==> config.mk <==
export PLATFORM = sky130hd
export DESIGN_NAME = arcade_glue_top
export DESIGN_NICKNAME = d
export VERILOG_FILES = /design/src/source/arcade_pkg.sv /design/src/source/game_cfg_if.sv /design/src/source/game_select.sv /design/src/source/control_panel.sv /design/src/source/video_post.sv /design/src/source/audio_mix.sv /design/src/source/arcade_glue_top.sv
export VERILOG_INCLUDE_DIRS = /design/src /design/src/source
export SDC_FILE = /design/constraint.sdc
export NUM_CORES = 1
export LEC_CHECK = 0
export ABC_AREA = 0
export BUFFER_PORTS_ARGS = -buffer_cell sky130_fd_sc_hd__buf_4
export CORE_MARGIN = 2
export CORE_UTILIZATION = 45
export CTS_BUF_LIST = sky130_fd_sc_hd__clkbuf_2 sky130_fd_sc_hd__clkbuf_4 sky130_fd_sc_hd__clkbuf_8
export DETAILED_ROUTE_END_ITERATION = 10
export PLACE_DENSITY = 0.76
export REMOVE_ABC_BUFFERS = 1
export SYNTH_ARGS = -nofsm -noshare
export SYNTH_HDL_FRONTEND = slang
export SYNTH_HIERARCHICAL = 1
export SYNTH_SLANG_ARGS = --single-unit
==> constraint.sdc <==
create_clock -name clk_sys -period 2.4 [get_ports clk_sys]
set_input_delay 0.48 -clock clk_sys [delete_from_list [all_inputs] [get_ports clk_sys]]
set_output_delay 0.48 -clock clk_sys [all_outputs]
set_load 0.01 [all_outputs]
==> src/source/arcade_config.svh <==
// Build constants for the arcade glue: download slots, DIP bank, video limits, palette
// Include wherever one of these numbers is needed

`ifndef ARCADE_CONFIG_SVH
`define ARCADE_CONFIG_SVH

// Download slots
`define ARC_GAME_INDEX      1
`define ARC_DIP_INDEX       254
`define ARC_DIP_BYTES       8
`define ARC_DIP_ADDR_BITS   3

// Game codes as sent by the loader
`define ARC_CODE_SPACEZAP   3
`define ARC_CODE_GORF       4
`define ARC_CODE_WOW        5
`define ARC_CODE_ROBBY      6
`define ARC_CODE_GORF1      7

// Interlace line fold
`define ARC_VFOLD_START     264
`define ARC_VFOLD_SUB       263

// Visible window edges, in folded lines and pixels
`define ARC_BLANK_TOP       21
`define ARC_BLANK_BOTTOM    260
`define ARC_BLANK_LEFT      70

// Stabilised vertical blank window
`define ARC_VBL_FIRST       25
`define ARC_VBL_LAST        254

// Space Zap monochrome grey levels
`define ARC_MONO_HI         238
`define ARC_MONO_MID        170
`define ARC_MONO_LO         136

// Audio mix clip level
`define ARC_AUDIO_SAT       65535

`endif

==> src/source/arcade_pkg.sv <==
// Shared types for the arcade glue blocks
// Import into any block that decodes the game or the panel columns

package arcade_pkg;

	// ==============================
	// Selected game
	// ==============================

	// Dropped titles decode to GAME_NONE
	typedef enum logic [2:0] {
		GAME_NONE     = 3'd0,
		GAME_SPACEZAP = 3'd1,
		GAME_WOW      = 3'd2,
		GAME_GORF     = 3'd3,
		GAME_ROBBY    = 3'd4
	} game_t;

	// ==============================
	// Switch matrix columns
	// ==============================

	// One-hot strobes from the board
	// Column 3 is the DIP bank on all kept games
	typedef enum logic [7:0] {
		COL_0 = 8'h01,
		COL_1 = 8'h02,
		COL_2 = 8'h04,
		COL_3 = 8'h08
	} panel_col_t;

endpackage

==> src/source/game_cfg_if.sv <==
// Game configuration bus from the download decoder to the game-dependent blocks
// Static levels, they move only after a download write

`timescale 1ns/1ps

interface game_cfg_if import arcade_pkg::*; ();

	// Decoded title
	game_t      game;
	// Gorf Program 1 ROM set
	logic       gorf_program1;

	// DIP bytes read by the blocks
	logic [7:0] dip0;
	logic [7:0] dip2;
	logic [7:0] dip3;

	// Written by the decoder
	modport cfg_src (output game, gorf_program1, dip0, dip2, dip3);

	// Read by panel, video and audio
	modport cfg_dst (input game, gorf_program1, dip0, dip2, dip3);

endinterface

==> src/source/game_select.sv <==
// Latches the game code and the DIP bank from loader writes
// Game is valid two edges after the write, a DIP byte one edge after

`timescale 1ns/1ps

`include "arcade_config.svh"

module game_select import arcade_pkg::*; (
	input  logic        clk_sys,
	input  logic        reset,
	input  logic        dl_wr,
	input  logic [7:0]  dl_index,
	input  logic [24:0] dl_addr,
	input  logic [7:0]  dl_data,
	game_cfg_if.cfg_src cfg
);

	logic [7:0] code_q;
	logic [7:0] dip_bank [`ARC_DIP_BYTES];
	game_t      game_q;
	logic       gorf1_q;
	logic       game_wr;
	logic       dip_wr;

	// ==============================
	// Write decode
	// ==============================

	assign game_wr = dl_wr && (dl_index == 8'(`ARC_GAME_INDEX));
	// Only the first eight bytes of the slot hold switches
	assign dip_wr  = dl_wr && (dl_index == 8'(`ARC_DIP_INDEX))
		&& (dl_addr[24:`ARC_DIP_ADDR_BITS] == '0);

	// Raw code from the loader
	always_ff @(posedge clk_sys or posedge reset) begin
		if (reset) begin
			code_q <= 8'd0;
		end else if (game_wr) begin
			code_q <= dl_data;
		end
	end

	// Switch bank, all open after reset
	always_ff @(posedge clk_sys or posedge reset) begin
		if (reset) begin
			for (int i = 0; i < `ARC_DIP_BYTES; i++) begin
				dip_bank[i] <= 8'hff;
			end
		end else if (dip_wr) begin
			dip_bank[dl_addr[`ARC_DIP_ADDR_BITS-1:0]] <= dl_data;
		end
	end

	// ==============================
	// Code to game map
	// ==============================

	// Second stage, so game lags the code by one edge
	always_ff @(posedge clk_sys or posedge reset) begin
		if (reset) begin
			game_q  <= GAME_NONE;
			gorf1_q <= 1'b0;
		end else begin
			case (code_q)
				8'(`ARC_CODE_SPACEZAP): game_q <= GAME_SPACEZAP;
				8'(`ARC_CODE_GORF):     game_q <= GAME_GORF;
				8'(`ARC_CODE_WOW):      game_q <= GAME_WOW;
				8'(`ARC_CODE_ROBBY):    game_q <= GAME_ROBBY;
				// Program 1 runs on the Gorf board
				8'(`ARC_CODE_GORF1):    game_q <= GAME_GORF;
				default:                game_q <= GAME_NONE;
			endcase
			// Holds while the stored code stays 7
			gorf1_q <= (code_q == 8'(`ARC_CODE_GORF1));
		end
	end

	assign cfg.game          = game_q;
	assign cfg.gorf_program1 = gorf1_q;
	assign cfg.dip0          = dip_bank[0];
	assign cfg.dip2          = dip_bank[2];
	assign cfg.dip3          = dip_bank[3];

endmodule

==> src/source/control_panel.sv <==
// Switch matrix for the kept games, returns the row byte of the strobed column
// Pure logic, the board samples row_data in the same cycle

`timescale 1ns/1ps

module control_panel import arcade_pkg::*; (
	game_cfg_if.cfg_dst cfg,
	input  logic [7:0]  col_select,
	input  logic        p1_up,
	input  logic        p1_down,
	input  logic        p1_left,
	input  logic        p1_right,
	input  logic        p1_fire,
	input  logic        p1_fire2,
	input  logic        p2_up,
	input  logic        p2_down,
	input  logic        p2_left,
	input  logic        p2_right,
	input  logic        p2_fire,
	input  logic        p2_fire2,
	input  logic        start1,
	input  logic        start2,
	input  logic        coin,
	input  logic        speech_busy,
	output logic [7:0]  row_data
);

	// Board reads switches active low
	logic [3:0] p1_dir_n;
	logic [3:0] p2_dir_n;
	logic [7:0] col0_sz, col1_sz, col2_sz;
	logic [7:0] col0_wow, col1_wow, col2_wow;
	logic [7:0] col0_gorf, col1_gorf, col2_gorf;
	logic [7:0] col0_robby, col1_robby, col2_robby;

	// Order right, left, down, up on the low nibble
	assign p1_dir_n = ~{p1_right, p1_left, p1_down, p1_up};
	assign p2_dir_n = ~{p2_right, p2_left, p2_down, p2_up};

	// ==============================
	// Space Zap
	// ==============================

	assign col0_sz = {2'b11, ~start2, ~start1, cfg.dip2[1], 1'b1, ~coin, 1'b1};
	assign col1_sz = {3'b111, ~p2_fire, p2_dir_n};
	// dip2 bit 0 sits in the player 1 column
	assign col2_sz = {2'b11, cfg.dip2[0], ~p1_fire, p1_dir_n};

	// ==============================
	// Wizard of Wor
	// ==============================

	assign col0_wow = {cfg.dip2[2], ~start2, ~start1, 1'b1, cfg.dip2[1], 1'b1, ~coin, 1'b1};
	// Move button is active high on digital controls
	assign col1_wow = {2'b11, ~p2_fire, p2_fire2, p2_dir_n};
	assign col2_wow = {speech_busy, 1'b1, ~p1_fire, p1_fire2, p1_dir_n};

	// ==============================
	// Gorf and Robby Roto
	// ==============================

	assign col0_gorf = {cfg.dip2[2], cfg.dip2[0], ~start2, ~start1, 1'b1,
		cfg.dip2[1], ~coin, 1'b1};
	assign col1_gorf = {3'b001, ~p2_fire, p2_dir_n};
	// Speech busy flag on bit 7
	assign col2_gorf = {speech_busy, 2'b01, ~p1_fire, p1_dir_n};

	assign col0_robby = {1'b0, ~start2, ~start1, 1'b1, cfg.dip2[1], 1'b1, ~coin, 1'b1};
	assign col1_robby = {2'b11, ~p2_fire, 1'b1, p2_dir_n};
	assign col2_robby = {2'b11, ~p1_fire, 1'b1, p1_dir_n};

	// Column and game select
	always_comb begin
		row_data = 8'hff;
		case (col_select)
			COL_0: begin
				case (cfg.game)
					GAME_SPACEZAP: row_data = col0_sz;
					GAME_WOW:      row_data = col0_wow;
					GAME_GORF:     row_data = col0_gorf;
					GAME_ROBBY:    row_data = col0_robby;
					default:       row_data = 8'hff;
				endcase
			end
			COL_1: begin
				case (cfg.game)
					GAME_SPACEZAP: row_data = col1_sz;
					GAME_WOW:      row_data = col1_wow;
					GAME_GORF:     row_data = col1_gorf;
					GAME_ROBBY:    row_data = col1_robby;
					default:       row_data = 8'hff;
				endcase
			end
			COL_2: begin
				case (cfg.game)
					GAME_SPACEZAP: row_data = col2_sz;
					GAME_WOW:      row_data = col2_wow;
					GAME_GORF:     row_data = col2_gorf;
					GAME_ROBBY:    row_data = col2_robby;
					default:       row_data = 8'hff;
				endcase
			end
			// DIP bank on every game
			COL_3: row_data = cfg.dip3;
			default: row_data = 8'hff;
		endcase
	end

endmodule

==> src/source/video_post.sv <==
// Colour output stage: line fold, edge blanking, stable vblank, Space Zap mono
// One register stage, a new pixel every clock

`timescale 1ns/1ps

`include "arcade_config.svh"

module video_post import arcade_pkg::*; (
	input  logic        clk_sys,
	input  logic        reset,
	game_cfg_if.cfg_dst cfg,
	input  logic [3:0]  board_r,
	input  logic [3:0]  board_g,
	input  logic [3:0]  board_b,
	input  logic [8:0]  hcount,
	input  logic [10:0] vcount,
	output logic [7:0]  video_r,
	output logic [7:0]  video_g,
	output logic [7:0]  video_b,
	output logic        vblank
);

	logic [10:0] line_fold;
	logic        edge_blank;
	logic        mono_on;
	logic        vbl_next;
	logic [7:0]  r_next;
	logic [7:0]  g_next;
	logic [7:0]  b_next;

	// ==============================
	// Line fold and windows
	// ==============================

	// Second field maps back onto the first
	assign line_fold = (vcount >= 11'(`ARC_VFOLD_START)) ?
		vcount - 11'(`ARC_VFOLD_SUB) : vcount;

	assign edge_blank = (line_fold >= 11'(`ARC_BLANK_BOTTOM))
		|| (line_fold <= 11'(`ARC_BLANK_TOP))
		|| (hcount <= 9'(`ARC_BLANK_LEFT));

	// Board blank jitters, rebuild it from the folded line
	assign vbl_next = (line_fold < 11'(`ARC_VBL_FIRST))
		|| (line_fold > 11'(`ARC_VBL_LAST));

	// Mono switch on DIP 0 bit 1
	assign mono_on = (cfg.game == GAME_SPACEZAP) && cfg.dip0[1];

	// ==============================
	// Colour path
	// ==============================

	always_comb begin
		// 4 bit to 8 bit by repeating the nibble
		r_next = {board_r, board_r};
		g_next = {board_g, board_g};
		b_next = {board_b, board_b};
		if (mono_on) begin
			// Later match wins
			if ((board_g == 4'd15) && (board_b == 4'd4)) begin
				r_next = 8'(`ARC_MONO_HI);
				g_next = 8'(`ARC_MONO_HI);
				b_next = 8'(`ARC_MONO_HI);
			end
			if (board_b == 4'd11) begin
				r_next = 8'(`ARC_MONO_MID);
				g_next = 8'(`ARC_MONO_MID);
				b_next = 8'(`ARC_MONO_MID);
			end
			if (board_g == 4'd4) begin
				r_next = 8'(`ARC_MONO_LO);
				g_next = 8'(`ARC_MONO_LO);
				b_next = 8'(`ARC_MONO_LO);
			end
		end
		// Edges go black whatever the game
		if (edge_blank) begin
			r_next = 8'd0;
			g_next = 8'd0;
			b_next = 8'd0;
		end
	end

	always_ff @(posedge clk_sys or posedge reset) begin
		if (reset) begin
			video_r <= 8'd0;
			video_g <= 8'd0;
			video_b <= 8'd0;
			vblank  <= 1'b0;
		end else begin
			video_r <= r_next;
			video_g <= g_next;
			video_b <= b_next;
			vblank  <= vbl_next;
		end
	end

endmodule

==> src/source/audio_mix.sv <==
// Sound chip and speech mixer with clipping, one register stage
// Gorf and Wizard of Wor add speech, the rest play the chip only

`timescale 1ns/1ps

`include "arcade_config.svh"

module audio_mix import arcade_pkg::*; (
	input  logic        clk_sys,
	input  logic        reset,
	game_cfg_if.cfg_dst cfg,
	input  logic [7:0]  chip_l,
	input  logic [7:0]  chip_r,
	input  logic [15:0] sample_l,
	input  logic [15:0] sample_r,
	output logic [15:0] audio_l,
	output logic [15:0] audio_r
);

	// Chip scaled just below full range, speech halved
	function automatic logic [15:0] mix_sat(input logic [7:0] chip, input logic [15:0] sample);
		logic [16:0] work;
		work = {1'b0, chip, chip[7:1]} + {2'b00, sample[15:1]};
		// Carry out means past full scale
		return work[16] ? 16'(`ARC_AUDIO_SAT) : work[15:0];
	endfunction

	logic speech_game;

	assign speech_game = (cfg.game == GAME_GORF) || (cfg.game == GAME_WOW);

	always_ff @(posedge clk_sys or posedge reset) begin
		if (reset) begin
			audio_l <= 16'd0;
			audio_r <= 16'd0;
		end else if (speech_game) begin
			audio_l <= mix_sat(chip_l, sample_l);
			audio_r <= mix_sat(chip_r, sample_r);
		end else if (cfg.game == GAME_ROBBY) begin
			// Two chips, true stereo
			audio_l <= {chip_l, chip_l};
			audio_r <= {chip_r, chip_r};
		end else begin
			// Single chip on both speakers
			audio_l <= {chip_l, chip_l};
			audio_r <= {chip_l, chip_l};
		end
	end

endmodule

==> src/source/arcade_glue_top.sv <==
// Top of the arcade glue, plain ports toward the board and the host
// Connects the config bus to the panel, video and audio blocks

`timescale 1ns/1ps

module arcade_glue_top (
	input  logic        clk_sys,
	input  logic        reset,
	// Loader
	input  logic        dl_wr,
	input  logic [7:0]  dl_index,
	input  logic [24:0] dl_addr,
	input  logic [7:0]  dl_data,
	// Players
	input  logic        p1_up, p1_down, p1_left, p1_right, p1_fire, p1_fire2,
	input  logic        p2_up, p2_down, p2_left, p2_right, p2_fire, p2_fire2,
	input  logic        start1, start2, coin,
	// From the board
	input  logic [7:0]  col_select,
	input  logic        speech_busy,
	input  logic [3:0]  board_r, board_g, board_b,
	input  logic [8:0]  hcount,
	input  logic [10:0] vcount,
	input  logic [7:0]  chip_l, chip_r,
	input  logic [15:0] sample_l, sample_r,
	// To the board and the outside
	output logic [7:0]  row_data,
	output logic        gorf_program1,
	output logic [7:0]  video_r, video_g, video_b,
	output logic        vblank,
	output logic [15:0] audio_l, audio_r
);

	game_cfg_if cfg_bus ();

	// Board ROM select
	assign gorf_program1 = cfg_bus.gorf_program1;

	game_select i_game_select (
		.clk_sys(clk_sys), .reset(reset), .dl_wr(dl_wr), .dl_index(dl_index),
		.dl_addr(dl_addr), .dl_data(dl_data), .cfg(cfg_bus.cfg_src)
	);

	control_panel i_control_panel (
		.cfg(cfg_bus.cfg_dst), .col_select(col_select),
		.p1_up(p1_up), .p1_down(p1_down), .p1_left(p1_left), .p1_right(p1_right),
		.p1_fire(p1_fire), .p1_fire2(p1_fire2),
		.p2_up(p2_up), .p2_down(p2_down), .p2_left(p2_left), .p2_right(p2_right),
		.p2_fire(p2_fire), .p2_fire2(p2_fire2),
		.start1(start1), .start2(start2), .coin(coin), .speech_busy(speech_busy),
		.row_data(row_data)
	);

	video_post i_video_post (
		.clk_sys(clk_sys), .reset(reset), .cfg(cfg_bus.cfg_dst),
		.board_r(board_r), .board_g(board_g), .board_b(board_b),
		.hcount(hcount), .vcount(vcount),
		.video_r(video_r), .video_g(video_g), .video_b(video_b), .vblank(vblank)
	);

	audio_mix i_audio_mix (
		.clk_sys(clk_sys), .reset(reset), .cfg(cfg_bus.cfg_dst),
		.chip_l(chip_l), .chip_r(chip_r), .sample_l(sample_l), .sample_r(sample_r),
		.audio_l(audio_l), .audio_r(audio_r)
	);

endmodule

==> results of run 1 <==
[per-stage QoR]
stage / area [µm²] / hold WS, ps
2_1_floorplan: 5450 / 357
3_3_place_gp: 7750 / 481
3_5_place_dp: 7750 / 489
4_1_cts: 7980 / 160
5_1_grt: 8200 / 214
6_report: 8200 / 166
[worst register-to-register path, delay by kind of cell, from the launching register on]
family                 cells  cell delay [ps]
DFF                        1              510
buffers and inverters      3              510
and+or+nand+nor            4             1060
[final cells by class]
type                            instances  area (µm²)  share of cell area
Clock inverter                          1        5.00            0.000610
Clock buffer                           15         181              0.0221
Tap cell                              172         215              0.0262
Sequential cell                        69        1750               0.213
Inverter                               15        56.3             0.00687
Timing Repair Buffer                  290        2220               0.271
Multi-Input combinational cell        518        3780               0.460
[layer usage]
metal	wire length, µm	global-route usage	vias up
li1	-	-	2984
met1	8630	0.370	2977
met2	8980	0.416	235
met3	1040	0.0371	32
met4	329	0.0949	0
met5	0	0	-
[repair_timing]
| item | CTS | global route |
|---|---|---|
| buffers inserted | 1 | 13 |
| pin swaps | 0 | 10 |
| resized for setup | 8 | 26 |
| setup endpoints to repair | 6 | 14 |
[power by group]
part | switching (W) | total (W) | internal (W)
Combinational | 0.000572 | 0.00113 | 0.000559
Clock | 0.000442 | 0.000920 | 0.000477
Sequential | 0.0000282 | 0.00124 | 0.00121
[registers in the layout, summed over array words and instances (netlist names), 3 cells and up]
| register | count |
|---|---|
| i_game_select/cfg.dip2 | 3 |
| i_audio_mix/audio_l | 16 |
| i_game_select/code_q | 8 |
| i_audio_mix/audio_r | 16 |
| i_video_post/video_g | 4 |
| i_video_post/video_b | 4 |
| i_game_select/cfg.game | 3 |
| i_video_post/video_r | 4 |
| i_game_select/cfg.dip3 | 8 |
[layout by cell type (no fill, tap or decap), types with 5 or more instances in the layout]
cell type    n
buf_4      280
nand2_1     55
dfrtp_1     54
nor2_1      40
o21ai_0     33
ha_1        32
a21oi_1     30
nand3_1     30
nor3_1      24
mux2_2      20
inv_1       15
a21o_1      15
a211oi_1    14
nor4_1      12
dfstp_2     12
clkbuf_8    11
a31oi_1     11
and3_1       9
o211ai_1     8
or2_2        7
xor2_1       7
nand4_1      7
buf_6        7
o31a_1       6
a22oi_1      6
o21a_1       5
or3_1        5
or4_1        5
nor3b_1      5
xnor2_1      5
[path summary, 6_finish.rpt]
check / cells past startpoint / slack, ps / end
worst max-delay path: 7 / 30 / row_data[5]
max in group asynchronous: 2 / 1470 / i_game_select/cfg.game[0]
worst min-delay path: 2 / 170 / i_video_post/vblank
worst max register to register: 7 / 220 / i_video_post/video_r[5]
min in group clk_sys: 3 / 330 / i_video_post/video_r[4]
worst min register to register: 1 / 500 / i_game_select/code_q[3]
==> out/qor.csv, run 1 <==
metric,value,unit
worstPathCellList,buf_6 > xor2_4 > buf_6 > a311oi_1 > a211oi_2 > nand3_2 > buf_6,
diodes,0,
power,0.00329,W
cts_tree,done,
p_per_area,401,mW/mm²
syn_to_final_growth,42.6,%
grt_usage,0.263,
num_vias,6228,
clk_pin_slew_worst_paths,70,ps
antenna_found_initial,0,
worst_slew_pin_slew,866,ps
clock_sinks,69,
rows,41,
final_cells,1080,
setup-tns-final,0,ps
grt_max_degree,42,
pre_cts_slack,-349,ps
crit_fanout,4,
core_area,0.0126,mm²
drt_iter0_markers,409,
crit_path_start,i_game_select/cfg.game[2],
die_h,117,µm
die-area,0.0137,mm²
post_synth.cell_area_avg,8.90,µm²
numCtsBuffers,9,
ios,214,
cp_slowest_cell,dfrtp_2,
holdBufCountCts,0,
period_minus_slack,2370,ps
cap_violations,0,
drive_gt1_frac,0.437,
grt_pass1_wl,28100,µm
vias_per_cell,5.77,
synthCells,646,
yosys_warnings,6,
wl_per_cell,17.6,µm
critPathArrivalTime,1890,ps
dieWidth,117,µm
grt_setup_unrepaired,yes,
path_common_cell,buf_6,
ir_drop,0.213,mV
critical_path_buf_inv_count,3,
clock_skew,10.4,ps
syn-cell-area,0.00575,mm²
finalSetupViolCount,0,
status,finished clean,
slowest_delay,420,ps
fin_ws,30.9,ps
htreeDepth,3,
cp-start-kind,flop,
slew_viol_final,0,
gp_congestion,0.878,
drtAntennaViolNets,0,
clockBufferDepth,2,
critPathKind,flop to output pin,
initial_utilization,0.457,
dp_cells,1050,
clockRootBuffer,clkbuf_8,
nFillCells,1069,
end_kind,output pin,
grt_pass1_vias,5713,
period_share,0.987,
routed_wl,19000,µm
p_leak,3.80,nW
hpwl,15000,µm
worstHoldPathType,primary input to asynchronous set/reset pin,
drc_errors,0,
rr_startpoint,i_game_select/cfg.game[1],
fin_util,0.652,
finalHoldViolCount,0,
clock_latency,370,ps
cpLargestDelayFamily,flip-flops,
maxSlewHeadroom,0.422,
critical_path_required,1920,ps
overflow,0,
first_pass_iters,5,
fmax,422,MHz
portBuffers,211,
fin_nets,1085,
No activity file was read; power rests on OpenSTA's default activity.
==> inputs of run 2 (changes only) <==
==> constraint.sdc (replaced) <==
create_clock -name clk_sys -period 2.3 [get_ports clk_sys]
set_input_delay 0.46 -clock clk_sys [delete_from_list [all_inputs] [get_ports clk_sys]]
set_output_delay 0.46 -clock clk_sys [all_outputs]
set_load 0.01 [all_outputs]
==> out/qor.csv, run 2 (synthesis gave the netlist of run 1 again) <==
metric,value,unit,change
swShare,0.302,,was 0.317
clock_skew,14.9,ps,was 10.4 ps
routed_wl,19300,µm,was 19000 µm
slew_viol_final,0,,unchanged
gp_congestion,0.918,,was 0.878
clock_latency,370,ps,about the same
worstHoldPathType,primary input to asynchronous set/reset pin,,unchanged
slowest_delay,480,ps,was 420 ps
cap_violations,0,,unchanged
end_kind,output pin,,unchanged
clk_pin_slew_worst_paths,70,ps,about the same
num_vias,6370,,was 6228
htreeDepth,3,,unchanged
antenna_found_initial,0,,unchanged
vias_per_cell,5.82,,was 5.77
period_minus_slack,2340,ps,
fmax,428,MHz,
holdBufCountCts,0,,unchanged
finalSetupViolCount,6,,was 0
grt_pass1_vias,6057,,was 5713
syn_to_final_growth,45.3,%,was 42.6%
final_common_cell,buf_4,,unchanged
worstPathCellList,buf_4 > nor4b_2 > a311oi_2 > a211oi_2 > nand3_2 > buf_6,,was buf_6 > xor2_4 > buf_6 > a311oi_1 > a211oi_2 > nand3_2 > buf_6
cp-start-kind,flop,,unchanged
p_leak,3.87,nW,was 3.80 nW
numCtsBuffers,9,,unchanged
portBuffers,211,,unchanged
drive_gt1_frac,0.448,,was 0.437
fin_hold_ws,153,ps,was 166 ps
grt_max_degree,42,,unchanged
initial_utilization,0.457,,unchanged
finalHoldViolCount,0,,unchanged
critical_path_required,1840,ps,was 1920 ps
cp_slowest_cell,dfrtp_2,,unchanged
grt_usage,0.273,,was 0.263
intPower,0.00256,W,was 0.00225 W
critPathArrivalTime,1880,ps,was 1890 ps
ios,214,,unchanged
dpl_cell_area,0.00788,mm²,was 0.00775 mm²
rows,41,,unchanged
reg.largest.list,"i_audio_mix/audio_l x16, i_audio_mix/audio_r x16",,unchanged
final_cell_mix,"buf_4, nand2_1, dfrtp_1",,unchanged
pwr-share-comb,0.330,,was 0.344
drc_errors,0,,unchanged
final_area,0.00835,mm²,was 0.00820 mm²
first_pass_iters,4,,was 5
crit_fanout,6,,was 4
wl_per_cell,17.7,µm,was 17.6 µm
drt_iter0_markers,386,,was 409
maxSlewHeadroom,0.421,,was 0.422
power_frac_clock,0.319,,was 0.280
critPathKind,flop to output pin,,unchanged
p_per_area,439,mW/mm²,was 401 mW/mm²
clockBufferDepth,2,,unchanged
status,finished with violations,,was finished clean
fin_ws,-38.2,ps,was 30.9 ps
p_seq_frac,0.352,,was 0.377
hpwl,15300,µm,was 15000 µm
clockRootBuffer,clkbuf_8,,unchanged
overflow,0,,unchanged
diodes,0,,unchanged
core_area,0.0126,mm²,unchanged
period_share,1.02,,
ir_drop,0.295,mV,was 0.213 mV
fin_nets,1099,,was 1085
drtAntennaViolNets,0,,unchanged
power.switching,0.00111,W,was 0.00104 W
grt_pass1_wl,29300,µm,was 28100 µm
violations,setup timing,,
die-area,0.0137,mm²,unchanged
grt_setup_unrepaired,yes,,unchanged
clock_sinks,69,,unchanged
cts_tree,done,,unchanged
worst_slew_pin_slew,868,ps,was 866 ps
die_h,117,µm,unchanged
dieWidth,117,µm,unchanged
[run 2: final timing paths]
path / start / end / slack (ps) / depth (start not counted)
worst max-delay path: i_game_select/cfg.game[1] / row_data[5] / -40 / 6
worst min-delay path: reset / i_video_post/vblank / 150 / 2
worst max register to register: i_game_select/cfg.game[2] / i_video_post/video_r[6] / 110 / 8
worst min register to register: i_game_select/code_q[3] / i_game_select/code_q[3] / 500 / 1
max in group asynchronous: reset / i_game_select/cfg.game[1] / 1400 / 2
min in group clk_sys: board_r[0] / i_video_post/video_r[4] / 320 / 3
[run 2: routing by layer]
metal | track usage | up-vias | wire, µm
met3 | 0.0510 | 41 | 1290
met5 | 0 | - | 0
met2 | 0.442 | 255 | 9200
met1 | 0.371 | 3058 | 8480
li1 | - | 3016 | -
met4 | 0.0855 | 0 | 358
[run 2: final cells by class]
type                       count  area, µm²
sequential                    69       1750
clock inverter                 3       67.6
tap                          172        215
fill                        1053       4220
inverter                      15       56.3
multi-input combinational    518       3780
timing repair buffer         304       2320
clock buffer                  13        166
[run 2: through the flow]
stage          worst slack, ps  instances  total power, W  setup TNS, ps   util
4_1_cts                  -31.3       1087         0.00367          -90.7  0.654
3_3_place_gp              -304       1067         0.00244          -4350  0.627
2_1_floorplan             -607        602         0.00186          -7120      -
5_1_grt                   -122       1094         0.00386           -676  0.665
3_5_place_dp              -413       1067         0.00247          -6160  0.627
6_report                 -38.2       1094         0.00367           -135  0.665
[run 2: power groups by stage]
stage	sequential [W]	clock (W)	combinational, W
6_report	0.00129	0.00117	0.00121
5_1_grt	0.00130	0.00125	0.00132
4_1_cts	0.00129	0.00120	0.00118
3_5_place_dp	0.00131	0	0.00116
3_3_place_gp	0.00131	0	0.00113
2_1_floorplan	0.00134	0	0.000519
[run 2: timing repair]
action | 4_1_cts | 5_1_grt
buffers inserted | 4 | 7
pin swaps | 8 | 9
endpoints found under the setup margin | 11 | 22
gates resized for setup | 21 | 18
[run 2: worst max-delay path, delay by kind of cell, from the launching register on]
kind            cells  cell delay, ps
compound gates      2             290
flops               1             480
simple gates        2             430
buf+inv             2             310
==> inputs of run 3 (changes only) <==
--- a/config.mk
+++ b/config.mk
@@ -8,7 +8,7 @@
 export LEC_CHECK = 0
 export ABC_AREA = 0
 export BUFFER_PORTS_ARGS = -buffer_cell sky130_fd_sc_hd__buf_4
-export CORE_MARGIN = 2
+export CORE_MARGIN = 4
 export CORE_UTILIZATION = 45
 export CTS_BUF_LIST = sky130_fd_sc_hd__clkbuf_2 sky130_fd_sc_hd__clkbuf_4 sky130_fd_sc_hd__clkbuf_8
 export DETAILED_ROUTE_END_ITERATION = 10
==> out/qor.csv, run 3 (synthesis gave the netlist of run 1 again) <==
metric,value,unit,change
drive_gt1_frac,0.452,,was 0.448
fin_nets,1091,,was 1099
clock_skew,9.29,ps,was 14.9 ps
worst_slew_pin_slew,842,ps,was 868 ps
grt_pass1_vias,6173,,was 6057
worstHoldPathType,primary input to asynchronous set/reset pin,,unchanged
diodes,0,,unchanged
grt_pass1_wl,29900,µm,was 29300 µm
clock_latency,350,ps,was 370 ps
initial_utilization,0.457,,unchanged
vias_per_cell,5.83,,was 5.82
drt_iter0_markers,423,,was 386
ios,214,,unchanged
maxSlewHeadroom,0.438,,was 0.421
fin_ws,-26.7,ps,was -38.2 ps
multiInputGateArea,0.00386,mm²,was 0.00378 mm²
reg.largest.list,"i_audio_mix/audio_l x16, i_audio_mix/audio_r x16",,unchanged
die-area,0.0146,mm²,was 0.0137 mm²
numCtsBuffers,9,,unchanged
cpLargestDelayFamily,simple AND/OR/NAND/NOR gates,,was flip-flops
final_cell_mix,"buf_4, nand2_1, dfrtp_1",,unchanged
clk_pin_slew_worst_paths,70,ps,about the same
overflow,0,,unchanged
gp_congestion,0.912,,was 0.918
critPathArrivalTime,1870,ps,was 1880 ps
period_share,1.01,,was 1.02
slew_viol_final,0,,unchanged
violations,setup timing,,unchanged
nFillCells,1037,,was 1053
cp_slowest_cell,or4b_4,,was dfrtp_2
wl_per_cell,17.7,µm,about the same
finalSetupViolCount,4,,was 6
die_h,121,µm,was 117 µm
core_area,0.0126,mm²,unchanged
fin_hold_ws,165,ps,was 153 ps
p_per_area,410,mW/mm²,was 439 mW/mm²
cap_violations,0,,unchanged
cts_tree,done,,unchanged
drtAntennaViolNets,0,,unchanged
routed_wl,19200,µm,was 19300 µm
critical_path_required,1840,ps,about the same
p_leak,3.82,nW,was 3.87 nW
rr_startpoint,i_game_select/cfg.game[2],,unchanged
grt_max_degree,42,,unchanged
crit_fanout,5,,was 6
worstPathCellList,buf_4 > or4b_4 > nor2_2 > o21ai_2 > a221o_1 > buf_6,,was buf_4 > nor4b_2 > a311oi_2 > a211oi_2 > nand3_2 > buf_6
hpwl,15100,µm,was 15300 µm
reg2reg_to,i_video_post/video_r[5],,was i_video_post/video_r[6]
grt_setup_unrepaired,yes,,unchanged
ir_drop,0.212,mV,was 0.295 mV
status,finished with violations,,unchanged
clockRootBuffer,clkbuf_8,,unchanged
num_vias,6324,,was 6370
clockBufferDepth,2,,unchanged
final_common_cell,buf_4,,unchanged
setup-tns-final,-60.6,ps,was -135 ps
grt_usage,0.250,,was 0.273
drc_errors,0,,unchanged
first_pass_iters,5,,was 4
slowest_delay,580,ps,was 480 ps
rr_worst_depth,6,,was 8
rows,41,,unchanged
critPathKind,primary input to output pin,,was flop to output pin
dieWidth,121,µm,was 117 µm
htreeDepth,3,,unchanged
layout.area.seq,0.00175,mm²,unchanged
fmax,430,MHz,was 428 MHz
syn_to_final_growth,44.8,%,was 45.3%
fin_util,0.662,,was 0.665
antenna_found_initial,0,,unchanged
end_kind,output pin,,unchanged
rrSetupSlack,300,ps,was 110 ps
power,0.00341,W,was 0.00367 W
cp-start-kind,primary input,,was flop
critical_path_buf_inv_count,2,,unchanged
dp_cells,1056,,was 1067
holdBufCountCts,0,,unchanged
final_cells,1085,,was 1094
finalHoldViolCount,0,,unchanged
clock_sinks,69,,unchanged
period_minus_slack,2330,ps,was 2340 ps
portBuffers,211,,unchanged
==> run 3: metrics by stage <==
stage                     cell area [µm²]  setup WS, ps
after floorplan                      5450          -607
after global placement               7800          -308
after detailed placement             7800          -334
after CTS                            8090         -19.4
after global routing                 8320          -115
final                                8320         -26.7
==> run 3: report_power, final <==
group          internal (W)  leakage [nW]  switching (W)
combinational      0.000598          2.90       0.000609
clock              0.000464        0.0938       0.000450
sequential          0.00126         0.833      0.0000268
==> run 3: final cells by class <==
type | instances | area share
Timing Repair Buffer | 296 | 0.273
Sequential cell | 69 | 0.210
Inverter | 15 | 0.00676
Clock inverter | 2 | 0.00105
Multi-Input combinational cell | 518 | 0.464
Tap cell | 172 | 0.0259
Clock buffer | 13 | 0.0200
==> run 3: what timing repair did <==
item,in CTS,in global routing
resized for setup,16,34
pin swaps,4,22
setup endpoints to repair,8,19
buffers inserted,6,9
==> run 3: worst max path at each step <==
stage | start | end | slack [ps] | cells past startpoint
final | col_select[3] | row_data[3] | -30 | 6
after global routing | i_game_select/cfg.game[1] | row_data[4] | -110 | 6
after CTS | i_game_select/cfg.game[1] | row_data[3] | -20 | 5
after detailed placement | vcount[0] | i_video_post/video_g[5] | -330 | 8
after global placement | vcount[0] | i_video_post/video_b[6] | -310 | 8
after floorplan | vcount[0] | i_video_post/video_b[5] | -610 | 7
==> run 3: per-layer routing <==
layer / track usage / share of wire
met1: 0.346 / 0.43
met2: 0.403 / 0.48
met3: 0.0368 / 0.072
met4: 0.0807 / 0.019
met5: 0 / 0
